**src/source/rmt_pkg.sv**
```systemverilog
`default_nettype none

package rmt_pkg;

	localparam int DATA_W = 64; // stream beat, also the phv
	localparam int KEEP_W = DATA_W / 8;
	localparam int VLAN_W = 12;
	localparam int FIELD_W = 16;
	localparam int NUM_STAGES = 4;
	localparam int STAGE_SEL_W = 2;
	localparam int ACT_IDX_W = 4; // 16 table entries
	localparam int ACT_W = 20; // op, dst, operand
	localparam int DROP_IDX_W = 5; // vlan low bits into vlan_drop_flags
	localparam int PKT_FIFO_DEPTH_BITS = 4;
	localparam int PHV_FIFO_DEPTH_BITS = 3;

	// action opcodes
	localparam logic [1:0] OP_NOP = 2'd0;
	localparam logic [1:0] OP_ADD = 2'd1; // modulo 2^16
	localparam logic [1:0] OP_SET = 2'd2;
	localparam logic [1:0] OP_XOR = 2'd3;

	// field selects
	localparam logic [1:0] DST_A = 2'd0;
	localparam logic [1:0] DST_B = 2'd1;
	localparam logic [1:0] DST_C = 2'd2;
	localparam logic [1:0] DST_NONE = 2'd3;

	// what the filter does with the current packet
	localparam logic [1:0] DISP_FWD = 2'd0;
	localparam logic [1:0] DISP_DROP = 2'd1;
	localparam logic [1:0] DISP_CTRL = 2'd2;

	localparam logic DEP_IDLE = 1'b0; // waiting for a first beat
	localparam logic DEP_BODY = 1'b1;

	// first beat of a packet, bit 63 tells the two views apart
	typedef union packed {
		struct packed {
			logic kind; // 0 for data
			logic [VLAN_W-1:0] vlan_id;
			logic [2:0] pad;
			logic [FIELD_W-1:0] field_a;
			logic [FIELD_W-1:0] field_b;
			logic [FIELD_W-1:0] field_c;
		} data;
		struct packed {
			logic kind; // 1 for control
			logic [STAGE_SEL_W-1:0] stage_sel;
			logic [ACT_IDX_W-1:0] entry_idx;
			logic [1:0] op;
			logic [1:0] dst_sel;
			logic [FIELD_W-1:0] operand;
			logic [36:0] pad;
		} ctrl;
	} hdr_beat_t;

endpackage

`default_nettype wire

```
**src/source/match_action_stage.sv**
```systemverilog
`timescale 1ns/100ps
`default_nettype none

module match_action_stage #(
	parameter int STAGE_ID = 0
) (
	input wire clk,
	input wire aresetn,
	input wire [rmt_pkg::DATA_W-1:0] phv_in,
	input wire phv_in_valid,
	output logic phv_in_ready,
	output logic [rmt_pkg::DATA_W-1:0] phv_out,
	output logic phv_out_valid,
	input wire phv_out_ready,
	input wire ctrl_valid,
	input wire rmt_pkg::hdr_beat_t ctrl_entry
);
	import rmt_pkg::*;

	logic [ACT_W-1:0] act_table [0:(1<<ACT_IDX_W)-1];
	hdr_beat_t hdr_in;
	hdr_beat_t hdr_new;
	logic [ACT_W-1:0] action;
	logic [1:0] act_op;
	logic [1:0] act_dst;
	logic [FIELD_W-1:0] act_operand;
	logic [FIELD_W-1:0] cur_field;
	logic [FIELD_W-1:0] new_field;
	logic tbl_wr;

	function automatic logic [FIELD_W-1:0] apply_op(
		input logic [1:0] op,
		input logic [FIELD_W-1:0] field,
		input logic [FIELD_W-1:0] operand
	);
		case (op)
			OP_ADD: apply_op = field + operand; // wraps at 16 bits
			OP_SET: apply_op = operand;
			OP_XOR: apply_op = field ^ operand;
			default: apply_op = field;
		endcase
	endfunction

	assign tbl_wr = ctrl_valid && ctrl_entry.ctrl.stage_sel == STAGE_SEL_W'(STAGE_ID);

	// entries go back to nop on reset
	always_ff @(posedge clk) begin
		if (!aresetn) begin
			for (int i = 0; i < (1 << ACT_IDX_W); i++)
				act_table[i] <= {OP_NOP, DST_NONE, {FIELD_W{1'b0}}};
		end else if (tbl_wr) begin
			act_table[ctrl_entry.ctrl.entry_idx] <= {ctrl_entry.ctrl.op,
				ctrl_entry.ctrl.dst_sel, ctrl_entry.ctrl.operand};
		end
	end

	assign hdr_in = phv_in;
	assign action = act_table[hdr_in.data.vlan_id[ACT_IDX_W-1:0]]; // lookup by vlan index
	assign act_op = action[ACT_W-1 -: 2];
	assign act_dst = action[ACT_W-3 -: 2];
	assign act_operand = action[FIELD_W-1:0];

	always_comb begin
		case (act_dst)
			DST_A: cur_field = hdr_in.data.field_a;
			DST_B: cur_field = hdr_in.data.field_b;
			default: cur_field = hdr_in.data.field_c;
		endcase
		new_field = apply_op(act_op, cur_field, act_operand);
		hdr_new = hdr_in;
		case (act_dst)
			DST_A: hdr_new.data.field_a = new_field;
			DST_B: hdr_new.data.field_b = new_field;
			DST_C: hdr_new.data.field_c = new_field;
			default: hdr_new = hdr_in; // no field selected
		endcase
	end

	assign phv_in_ready = !phv_out_valid || phv_out_ready;

	always_ff @(posedge clk) begin
		if (!aresetn)
			phv_out_valid <= 1'b0;
		else if (phv_in_valid && phv_in_ready)
			phv_out_valid <= 1'b1;
		else if (phv_out_ready)
			phv_out_valid <= 1'b0;
	end

	always_ff @(posedge clk) begin
		if (phv_in_valid && phv_in_ready)
			phv_out <= hdr_new;
	end

endmodule

`default_nettype wire

```
**src/source/phv_deparser.sv**
```systemverilog
`timescale 1ns/100ps
`default_nettype none

module phv_deparser (
	input wire clk,
	input wire aresetn,
	input wire [rmt_pkg::DATA_W+rmt_pkg::KEEP_W:0] pkt_dout,
	input wire pkt_empty,
	output logic pkt_rd_en,
	input wire [rmt_pkg::DATA_W-1:0] phv_dout,
	input wire phv_empty,
	output logic phv_rd_en,
	output logic [rmt_pkg::DATA_W-1:0] m_axis_tdata,
	output logic [rmt_pkg::KEEP_W-1:0] m_axis_tkeep,
	output logic m_axis_tvalid,
	input wire m_axis_tready,
	output logic m_axis_tlast
);
	import rmt_pkg::*;

	logic state;
	logic slot_free;
	hdr_beat_t head_beat;
	hdr_beat_t phv;
	hdr_beat_t merged;
	logic [KEEP_W-1:0] head_keep;
	logic head_last;

	assign head_beat = pkt_dout[DATA_W+KEEP_W -: DATA_W];
	assign head_keep = pkt_dout[KEEP_W:1];
	assign head_last = pkt_dout[0];
	assign phv = phv_dout;
	assign slot_free = !m_axis_tvalid || m_axis_tready;

	// modified fields go back over the original first beat
	always_comb begin
		merged = head_beat;
		merged.data.field_a = phv.data.field_a;
		merged.data.field_b = phv.data.field_b;
		merged.data.field_c = phv.data.field_c;
	end

	always_comb begin
		pkt_rd_en = 1'b0;
		phv_rd_en = 1'b0;
		if (slot_free && !pkt_empty) begin
			if (state == DEP_BODY) begin
				pkt_rd_en = 1'b1;
			end else if (!phv_empty) begin
				pkt_rd_en = 1'b1; // first beat needs its phv too
				phv_rd_en = 1'b1;
			end
		end
	end

	always_ff @(posedge clk) begin
		if (!aresetn) begin
			state <= DEP_IDLE;
			m_axis_tvalid <= 1'b0;
		end else if (pkt_rd_en) begin
			m_axis_tvalid <= 1'b1;
			state <= head_last ? DEP_IDLE : DEP_BODY;
		end else if (m_axis_tready) begin
			m_axis_tvalid <= 1'b0;
		end
	end

	// output slot, held while the sink stalls
	always_ff @(posedge clk) begin
		if (pkt_rd_en) begin
			m_axis_tdata <= phv_rd_en ? merged : head_beat;
			m_axis_tkeep <= head_keep;
			m_axis_tlast <= head_last;
		end
	end

endmodule

`default_nettype wire

```
**src/source/phv_parser.sv**
```systemverilog
`timescale 1ns/100ps
`default_nettype none

module phv_parser (
	input wire clk,
	input wire aresetn,
	input wire [rmt_pkg::DATA_W-1:0] flt_tdata,
	input wire [rmt_pkg::KEEP_W-1:0] flt_tkeep,
	input wire flt_tvalid,
	input wire flt_tlast,
	output logic flt_tready,
	output logic pkt_wr_en,
	output logic [rmt_pkg::DATA_W+rmt_pkg::KEEP_W:0] pkt_din,
	input wire pkt_full,
	output logic [rmt_pkg::DATA_W-1:0] phv_in,
	output logic phv_in_valid,
	input wire phv_in_ready
);

	logic first_beat;

	// a first beat needs room in the fifo and a free stage 0
	assign flt_tready = !pkt_full && (!first_beat || phv_in_ready);

	assign pkt_wr_en = flt_tvalid && flt_tready;
	assign pkt_din = {flt_tdata, flt_tkeep, flt_tlast}; // last in bit 0

	// header vector is the whole first beat
	assign phv_in = flt_tdata;

	// only offered when the packet fifo takes the beat in the same cycle
	assign phv_in_valid = flt_tvalid && first_beat && !pkt_full;

	always_ff @(posedge clk) begin
		if (!aresetn)
			first_beat <= 1'b1;
		else if (pkt_wr_en)
			first_beat <= flt_tlast; // next beat starts a packet
	end

endmodule

`default_nettype wire

```
**src/source/pkt_filter.sv**
```systemverilog
`timescale 1ns/100ps
`default_nettype none

module pkt_filter (
	input wire clk,
	input wire aresetn,
	input wire [31:0] vlan_drop_flags,
	input wire [rmt_pkg::DATA_W-1:0] s_axis_tdata,
	input wire [rmt_pkg::KEEP_W-1:0] s_axis_tkeep,
	input wire s_axis_tvalid,
	output logic s_axis_tready,
	input wire s_axis_tlast,
	output logic [rmt_pkg::DATA_W-1:0] flt_tdata,
	output logic [rmt_pkg::KEEP_W-1:0] flt_tkeep,
	output logic flt_tvalid,
	output logic flt_tlast,
	input wire flt_tready,
	output logic ctrl_valid,
	output rmt_pkg::hdr_beat_t ctrl_entry,
	output logic [31:0] ctrl_token
);
	import rmt_pkg::*;

	hdr_beat_t in_hdr;
	logic first_beat;
	logic [1:0] disp_q; // held for the rest of the packet
	logic [1:0] disp_cur;
	logic accept;
	logic fwd_load;
	logic ctrl_hit;

	assign in_hdr = s_axis_tdata;
	assign s_axis_tready = !flt_tvalid || flt_tready;
	assign accept = s_axis_tvalid && s_axis_tready;
	assign fwd_load = accept && disp_cur == DISP_FWD;
	assign ctrl_hit = accept && first_beat && disp_cur == DISP_CTRL;

	// classify on the first beat, later beats follow it
	always_comb begin
		if (!first_beat)
			disp_cur = disp_q;
		else if (in_hdr.data.kind)
			disp_cur = DISP_CTRL;
		else if (vlan_drop_flags[in_hdr.data.vlan_id[DROP_IDX_W-1:0]])
			disp_cur = DISP_DROP;
		else
			disp_cur = DISP_FWD;
	end

	always_ff @(posedge clk) begin
		if (!aresetn) begin
			first_beat <= 1'b1;
			disp_q <= DISP_FWD;
		end else if (accept) begin
			first_beat <= s_axis_tlast;
			disp_q <= disp_cur;
		end
	end

	always_ff @(posedge clk) begin
		if (!aresetn)
			flt_tvalid <= 1'b0;
		else if (fwd_load)
			flt_tvalid <= 1'b1;
		else if (flt_tready)
			flt_tvalid <= 1'b0; // drained, nothing new
	end

	always_ff @(posedge clk) begin
		if (fwd_load) begin
			flt_tdata <= s_axis_tdata;
			flt_tkeep <= s_axis_tkeep;
			flt_tlast <= s_axis_tlast;
		end
	end

	// one cycle pulse per accepted control packet
	always_ff @(posedge clk) begin
		if (!aresetn) begin
			ctrl_valid <= 1'b0;
			ctrl_token <= 32'd0;
		end else begin
			ctrl_valid <= ctrl_hit;
			if (ctrl_hit)
				ctrl_token <= ctrl_token + 32'd1;
		end
	end

	always_ff @(posedge clk) begin
		if (ctrl_hit)
			ctrl_entry <= in_hdr;
	end

endmodule

`default_nettype wire

```
**src/source/rmt_pipeline.sv**
```systemverilog
`timescale 1ns/100ps
`default_nettype none

module rmt_pipeline (
	input wire clk,
	input wire aresetn,
	input wire [31:0] vlan_drop_flags,
	output logic [31:0] ctrl_token,
	input wire [rmt_pkg::DATA_W-1:0] s_axis_tdata,
	input wire [rmt_pkg::KEEP_W-1:0] s_axis_tkeep,
	input wire s_axis_tvalid,
	output logic s_axis_tready,
	input wire s_axis_tlast,
	output logic [rmt_pkg::DATA_W-1:0] m_axis_tdata,
	output logic [rmt_pkg::KEEP_W-1:0] m_axis_tkeep,
	output logic m_axis_tvalid,
	input wire m_axis_tready,
	output logic m_axis_tlast
);
	import rmt_pkg::*;

	// filter to parser
	logic [DATA_W-1:0] flt_tdata;
	logic [KEEP_W-1:0] flt_tkeep;
	logic flt_tvalid;
	logic flt_tlast;
	logic flt_tready;

	logic ctrl_valid; // broadcast to every stage
	hdr_beat_t ctrl_entry;

	logic pkt_wr_en;
	logic [DATA_W+KEEP_W:0] pkt_din;
	logic [DATA_W+KEEP_W:0] pkt_dout;
	logic pkt_full;
	logic pkt_empty;
	logic pkt_rd_en;

	logic [DATA_W-1:0] phv_dout;
	logic phv_full;
	logic phv_empty;
	logic phv_rd_en;

	// index 0 is the parser output, k+1 is the output of stage k
	logic [DATA_W-1:0] stg_phv [0:NUM_STAGES];
	logic stg_valid [0:NUM_STAGES];
	logic stg_ready [0:NUM_STAGES];

	assign stg_ready[NUM_STAGES] = !phv_full;

	pkt_filter u_filter (
		.clk(clk),
		.aresetn(aresetn),
		.vlan_drop_flags(vlan_drop_flags),
		.s_axis_tdata(s_axis_tdata),
		.s_axis_tkeep(s_axis_tkeep),
		.s_axis_tvalid(s_axis_tvalid),
		.s_axis_tready(s_axis_tready),
		.s_axis_tlast(s_axis_tlast),
		.flt_tdata(flt_tdata),
		.flt_tkeep(flt_tkeep),
		.flt_tvalid(flt_tvalid),
		.flt_tlast(flt_tlast),
		.flt_tready(flt_tready),
		.ctrl_valid(ctrl_valid),
		.ctrl_entry(ctrl_entry),
		.ctrl_token(ctrl_token)
	);

	phv_parser u_parser (
		.clk(clk),
		.aresetn(aresetn),
		.flt_tdata(flt_tdata),
		.flt_tkeep(flt_tkeep),
		.flt_tvalid(flt_tvalid),
		.flt_tlast(flt_tlast),
		.flt_tready(flt_tready),
		.pkt_wr_en(pkt_wr_en),
		.pkt_din(pkt_din),
		.pkt_full(pkt_full),
		.phv_in(stg_phv[0]),
		.phv_in_valid(stg_valid[0]),
		.phv_in_ready(stg_ready[0])
	);

	for (genvar k = 0; k < NUM_STAGES; k++) begin : g_stage
		match_action_stage #(
			.STAGE_ID(k)
		) u_stage (
			.clk(clk),
			.aresetn(aresetn),
			.phv_in(stg_phv[k]),
			.phv_in_valid(stg_valid[k]),
			.phv_in_ready(stg_ready[k]),
			.phv_out(stg_phv[k+1]),
			.phv_out_valid(stg_valid[k+1]),
			.phv_out_ready(stg_ready[k+1]),
			.ctrl_valid(ctrl_valid),
			.ctrl_entry(ctrl_entry)
		);
	end

	sync_fifo #(
		.WIDTH(DATA_W + KEEP_W + 1),
		.DEPTH_BITS(PKT_FIFO_DEPTH_BITS)
	) pkt_fifo (
		.clk(clk),
		.aresetn(aresetn),
		.din(pkt_din),
		.wr_en(pkt_wr_en),
		.rd_en(pkt_rd_en),
		.dout(pkt_dout),
		.full(pkt_full),
		.empty(pkt_empty)
	);

	sync_fifo #(
		.WIDTH(DATA_W),
		.DEPTH_BITS(PHV_FIFO_DEPTH_BITS)
	) phv_fifo (
		.clk(clk),
		.aresetn(aresetn),
		.din(stg_phv[NUM_STAGES]),
		.wr_en(stg_valid[NUM_STAGES]), // fifo ignores it while full
		.rd_en(phv_rd_en),
		.dout(phv_dout),
		.full(phv_full),
		.empty(phv_empty)
	);

	phv_deparser u_deparser (
		.clk(clk),
		.aresetn(aresetn),
		.pkt_dout(pkt_dout),
		.pkt_empty(pkt_empty),
		.pkt_rd_en(pkt_rd_en),
		.phv_dout(phv_dout),
		.phv_empty(phv_empty),
		.phv_rd_en(phv_rd_en),
		.m_axis_tdata(m_axis_tdata),
		.m_axis_tkeep(m_axis_tkeep),
		.m_axis_tvalid(m_axis_tvalid),
		.m_axis_tready(m_axis_tready),
		.m_axis_tlast(m_axis_tlast)
	);

endmodule

`default_nettype wire

```
**src/source/sync_fifo.sv**
```systemverilog
`timescale 1ns/100ps
`default_nettype none

module sync_fifo #(
	parameter int WIDTH = 64,
	parameter int DEPTH_BITS = 4
) (
	input wire clk,
	input wire aresetn,
	input wire [WIDTH-1:0] din,
	input wire wr_en,
	input wire rd_en,
	output logic [WIDTH-1:0] dout,
	output logic full,
	output logic empty
);

	logic [WIDTH-1:0] mem [0:(1<<DEPTH_BITS)-1];
	logic [DEPTH_BITS-1:0] wr_ptr;
	logic [DEPTH_BITS-1:0] rd_ptr;
	logic [DEPTH_BITS:0] count;
	logic do_wr;
	logic do_rd;

	assign do_wr = wr_en && !full;
	assign do_rd = rd_en && !empty;
	assign full = count[DEPTH_BITS]; // count reaches 2^DEPTH_BITS only when full
	assign empty = count == '0;
	assign dout = mem[rd_ptr]; // head word falls through

	always_ff @(posedge clk) begin
		if (do_wr)
			mem[wr_ptr] <= din;
	end

	always_ff @(posedge clk) begin
		if (!aresetn) begin
			wr_ptr <= '0;
			rd_ptr <= '0;
			count <= '0;
		end else begin
			if (do_wr)
				wr_ptr <= wr_ptr + 1'b1;
			if (do_rd)
				rd_ptr <= rd_ptr + 1'b1;
			case ({do_wr, do_rd})
				2'b10: count <= count + 1'b1;
				2'b01: count <= count - 1'b1;
				default: count <= count; // both or neither
			endcase
		end
	end

endmodule

`default_nettype wire
```
**config.mk**
```make
export PLATFORM = sky130hd
export DESIGN_NAME = rmt_pipeline
export DESIGN_NICKNAME = d
export VERILOG_FILES = /design/src/source/rmt_pkg.sv /design/src/source/match_action_stage.sv /design/src/source/phv_deparser.sv /design/src/source/phv_parser.sv /design/src/source/pkt_filter.sv /design/src/source/rmt_pipeline.sv /design/src/source/sync_fifo.sv
export SDC_FILE = /design/constraint.sdc
export NUM_CORES = 2
export LEC_CHECK = 0
export ABC_AREA = 0
export BUFFER_PORTS_ARGS = -buffer_cell sky130_fd_sc_hd__buf_2
export CAP_MARGIN = 20
export CORE_MARGIN = 4
export CORE_UTILIZATION = 35
export DETAILED_ROUTE_END_ITERATION = 10
export GPL_ROUTABILITY_DRIVEN = 0
export PLACE_DENSITY = 0.58
export SYNTH_ARGS = -nofsm -noshare
export SYNTH_HDL_FRONTEND = slang
export SYNTH_SLANG_ARGS = --single-unit
```
**constraint.sdc**
```tcl
create_clock -name clk -period 7.6 [get_ports clk]
set_clock_uncertainty 0.2 [all_clocks]
set_input_delay 1.52 -clock clk [delete_from_list [all_inputs] [get_ports clk]]
set_output_delay 1.52 -clock clk [all_outputs]
set_load 0.05 [all_outputs]
```
==> flow_metrics.tcl <==
set metrics [dict create \
    postCtsSetupRepairBufs 0 \
    maxSlewViolCount 0 \
    grt_pass1_vias 75650 \
    synth_flop_cell "edfxtp_1" \
    critical_path.top_delay_family "multiplexers" \
    cts_made_buffers 348 \
    slew_headroom 0.2356 \
    grt_antenna_before_repair 27 \
    ctsResizeCount 0 \
    synth_mux_area_frac 0.1610 \
    powerDensity_nw_per_um2 247.6 \
    path_cells "mux4_2 -> mux2i_1 -> mux2i_2 -> buf_6 -> mux2i_1 -> o21ai_0 -> ha_1 -> inv_1 -> fa_1 -> nand2b_1 -> o41ai_2 -> a31oi_1 -> o21ai_1 -> nand3_1 -> a311oi_1 -> xnor2_1 -> a21oi_1 -> mux2_2" \
    cp_common_cell "mux2i_1" \
    gr-total-overflow 0 \
    synth-seq-area-share 0.6988 \
    place_hpwl_um 228600 \
    routed_wirelength_um 376600 \
    avgSynthCellArea_um2 17.62 \
    power_mw 39.62 \
    final_cell_mix "3208 x edfxtp_1, 1175 x and2_1, 857 x mux4_2, 355 x clkbuf_16, 325 x nand2_1" \
    drive_gt1_frac 0.2501 \
    synthCells 7968 \
    leakagePower_nw 52.54 \
    via_per_inst 5.368 \
    route.detailed.wl_per_inst_um 27.22 \
    cts.path.max_buffers 4 \
    hold_buffers 0 \
    p_sw_frac 0.2234 \
    setup_viol 0 \
    cp.arrival_ns 6.48 \
    crit_required_ns 8.02 \
    ys_seq_elements 3298 \
    seqPwrFrac 0.516 \
    cp_max_fo 44 \
    synthesis.nets 8150 \
    clk_pin_slew_ns 0.06 \
    route.detailed.drc 0 \
    mostFrequentLayoutCell "edfxtp_1" \
    track_usage 0.1798 \
    hold_path_class "flop to flop" \
    outcome "finished, final reports clean" \
    ir_worst_vdd_v 0.0001810 \
    grt_pass1_wl_um 541700 \
    die-width_um 641.4 \
    fin_nets 8426 \
    synth_top_family_by_area "multiplexers" \
    synth_edf_count 3208 \
    fmax_ghz 0.1648 \
    finalInstanceArea_um2 160000 \
    worst_path_max_delay_cell "dfxtp_4" \
    max_stage_delay_ns 0.95 \
    coreArea_um2 399400 \
    synth_simple_gate_area_share 0.08376 \
    num_vias 74280 \
    final_cells 13840 \
    die_h_um 641.4 \
    tns_ns 0 \
    worstSkewPairLatency_ns 0.96 \
    place_inst 13160 \
    synth.distinct_cells 89 \
    final-hold-violation-count 0 \
    drtIter0Drc 7485 \
    place_area_um2 148600 \
    post-route-period-util 0.7983 \
    max_cap_viol_count 0 \
    cts-root-buf "clkbuf_16" \
    cp.buffers_inverters 2 \
    crit_path_end_kind "flop" \
    die_area_um2 411400 \
    area_delta_synth_final_pct 13.96 \
    cts_sinks 3298 \
    ios 216 \
    start_util 0.3516 \
    port_buffers 215 \
    antenna_left 0 \
    clkPwrFrac 0.424 \
    synth-compound-area-share 0.02423 \
    grt_max_degree 139 \
    cp-start-kind "flop" \
    switching_power_mw 8.851 \
    async_flop_share 0 \
    p_comb_frac 0.060 \
    cts_tree "built" \
    synthesis.area_um2 140400 \
    htree_levels 5 \
    rsz0062_at_grt "false" \
    row_count 232 \
    min_period_ns 6.067 \
    synth_fa_ha_area_frac 0.007110 \
    power.internal_mw 30.77 \
    yosysWarnings 0 \
    critPathKind "flop to flop" \
    worstMarginPinSlew_ns 1.147 \
    drt-pass1-iter-count 6 \
    synth_xor_area_frac 0.007484 \
]
==> metal layers <==
layer / vias to the layer above / GRT usage / wire [µm]
met3: 579 / 0.02835 / 24620
met4: 2 / 0.05706 / 12590
met1: 39440 / 0.2436 / 155800
li1: 31650 / - / -
met5: - / 0 / 9
met2: 2611 / 0.2976 / 183600
==> cells in the mapped netlist (all sizes together), types with 11 or more instances <==
cell type / count / area, µm²
edfxtp: 3208 / 96330
and2: 1176 / 7357
mux4: 859 / 19350
clkbuf: 401 / 1505
nand2: 329 / 1242
nor2: 311 / 1170
o21ai: 199 / 1003
mux2i: 162 / 1662
a21oi: 156 / 780.8
buf: 150 / 730.7
mux2: 141 / 1595
or3: 139 / 869.6
dfxtp: 90 / 1802
ha: 67 / 838.3
xor2: 67 / 586.8
inv: 61 / 229.0
xnor2: 53 / 464.2
nand3: 47 / 235.2
and3: 28 / 175.2
a211oi: 27 / 202.7
a31oi: 26 / 175.2
o31ai: 26 / 195.2
nor3: 23 / 115.1
nor2b: 22 / 137.6
nand2b: 21 / 131.4
a21o: 20 / 150.1
a22oi: 11 / 87.58
o211ai: 11 / 82.58
==> final timing paths <==
kind | start | endpoint | slack [ns] | cells after the start
worst max-delay path | flop | g_stage[3].u_stage.phv_out[12]$_DFFE_PP_ | 1.53 | 18
worst min-delay path | phv_fifo.wr_ptr[0]$_SDFFE_PN0P_ | phv_fifo.wr_ptr[0]$_SDFFE_PN0P_ | 0.29 | 2
worst max register to register | flop | g_stage[3].u_stage.phv_out[12]$_DFFE_PP_ | 1.53 | 18
worst min register to register | phv_fifo.wr_ptr[0]$_SDFFE_PN0P_ | phv_fifo.wr_ptr[0]$_SDFFE_PN0P_ | 0.29 | 2
==> registers in the layout, indices dropped and copies added (netlist names), 4 cells and up, named ones only <==
name	cells
phv_fifo.count	4
u_filter.flt_tkeep	8
pkt_fifo.rd_ptr	4
u_deparser.m_axis_tdata	64
g_stage.u_stage.act_table	1280
u_filter.flt_tdata	64
pkt_fifo.count	5
pkt_fifo.mem	1168
pkt_fifo.wr_ptr	4
u_deparser.m_axis_tkeep	8
phv_fifo.mem	384
u_filter.ctrl_token	32
u_filter.ctrl_entry	26
g_stage.u_stage.phv_out_valid	4
g_stage.u_stage.phv_out	204
==> power groups by stage <==
stage | logic, mW | clock network, mW | registers, mW
after floorplan | 1.53 | 0 | 20.7
after global placement | 2.34 | 0 | 20.8
after detailed placement | 2.38 | 0 | 20.8
after CTS | 2.39 | 17.1 | 20.5
after global routing | 2.54 | 17.9 | 20.5
final | 2.38 | 16.8 | 20.5
==> area by class of cell <==
class	instances	area [µm²]
Sequential cell	3298	98190
Multi-Input combinational cell	4056	40370
Inverter	63	239.0
Timing Repair Buffer	477	3286
Antenna cell	45	112.6
Clock inverter	188	1926
Tap cell	5265	6588
Clock buffer	447	9319
Fill cell	35610	239400
==> through the flow <==
stage                     worst slack, ns  utilization  hold WS [ns]
after detailed placement            1.313       0.3721        0.2823
after floorplan                    0.3900            -        0.2444
after global placement              1.304       0.3720        0.2712
final                               1.533       0.4007        0.2928
after CTS                           1.278       0.4002        0.2990
after global routing                1.145       0.4006        0.3372
==> worst register-to-register path: cells and delay by family, from the launching register on <==
family          cells  cell delay [ns]
xor+xnor            1             0.17
mux                 5             1.70
simple gates        2             0.27
fa+ha+maj           2             0.70
flops               1             0.95
compound gates      6             1.49
buf+inv             2             0.28
==> logic make-up (layout without fill, tap and decap cells) <==
| logic type | after synthesis | count (layout) |
|---|---|---|
| AO/OA/AOI/OAI | 555 | 555 |
| XOR/XNOR | 120 | 120 |
| multiplexers | 1162 | 1162 |
| buffers and inverters | 614 | 1175 |
| AND/OR/NAND/NOR | 2142 | 2142 |
| other | 0 | 45 |
| adder cells (fa/ha/maj) | 77 | 77 |
| flip-flops | 3298 | 3298 |
Power figures use the tool's default switching activity.
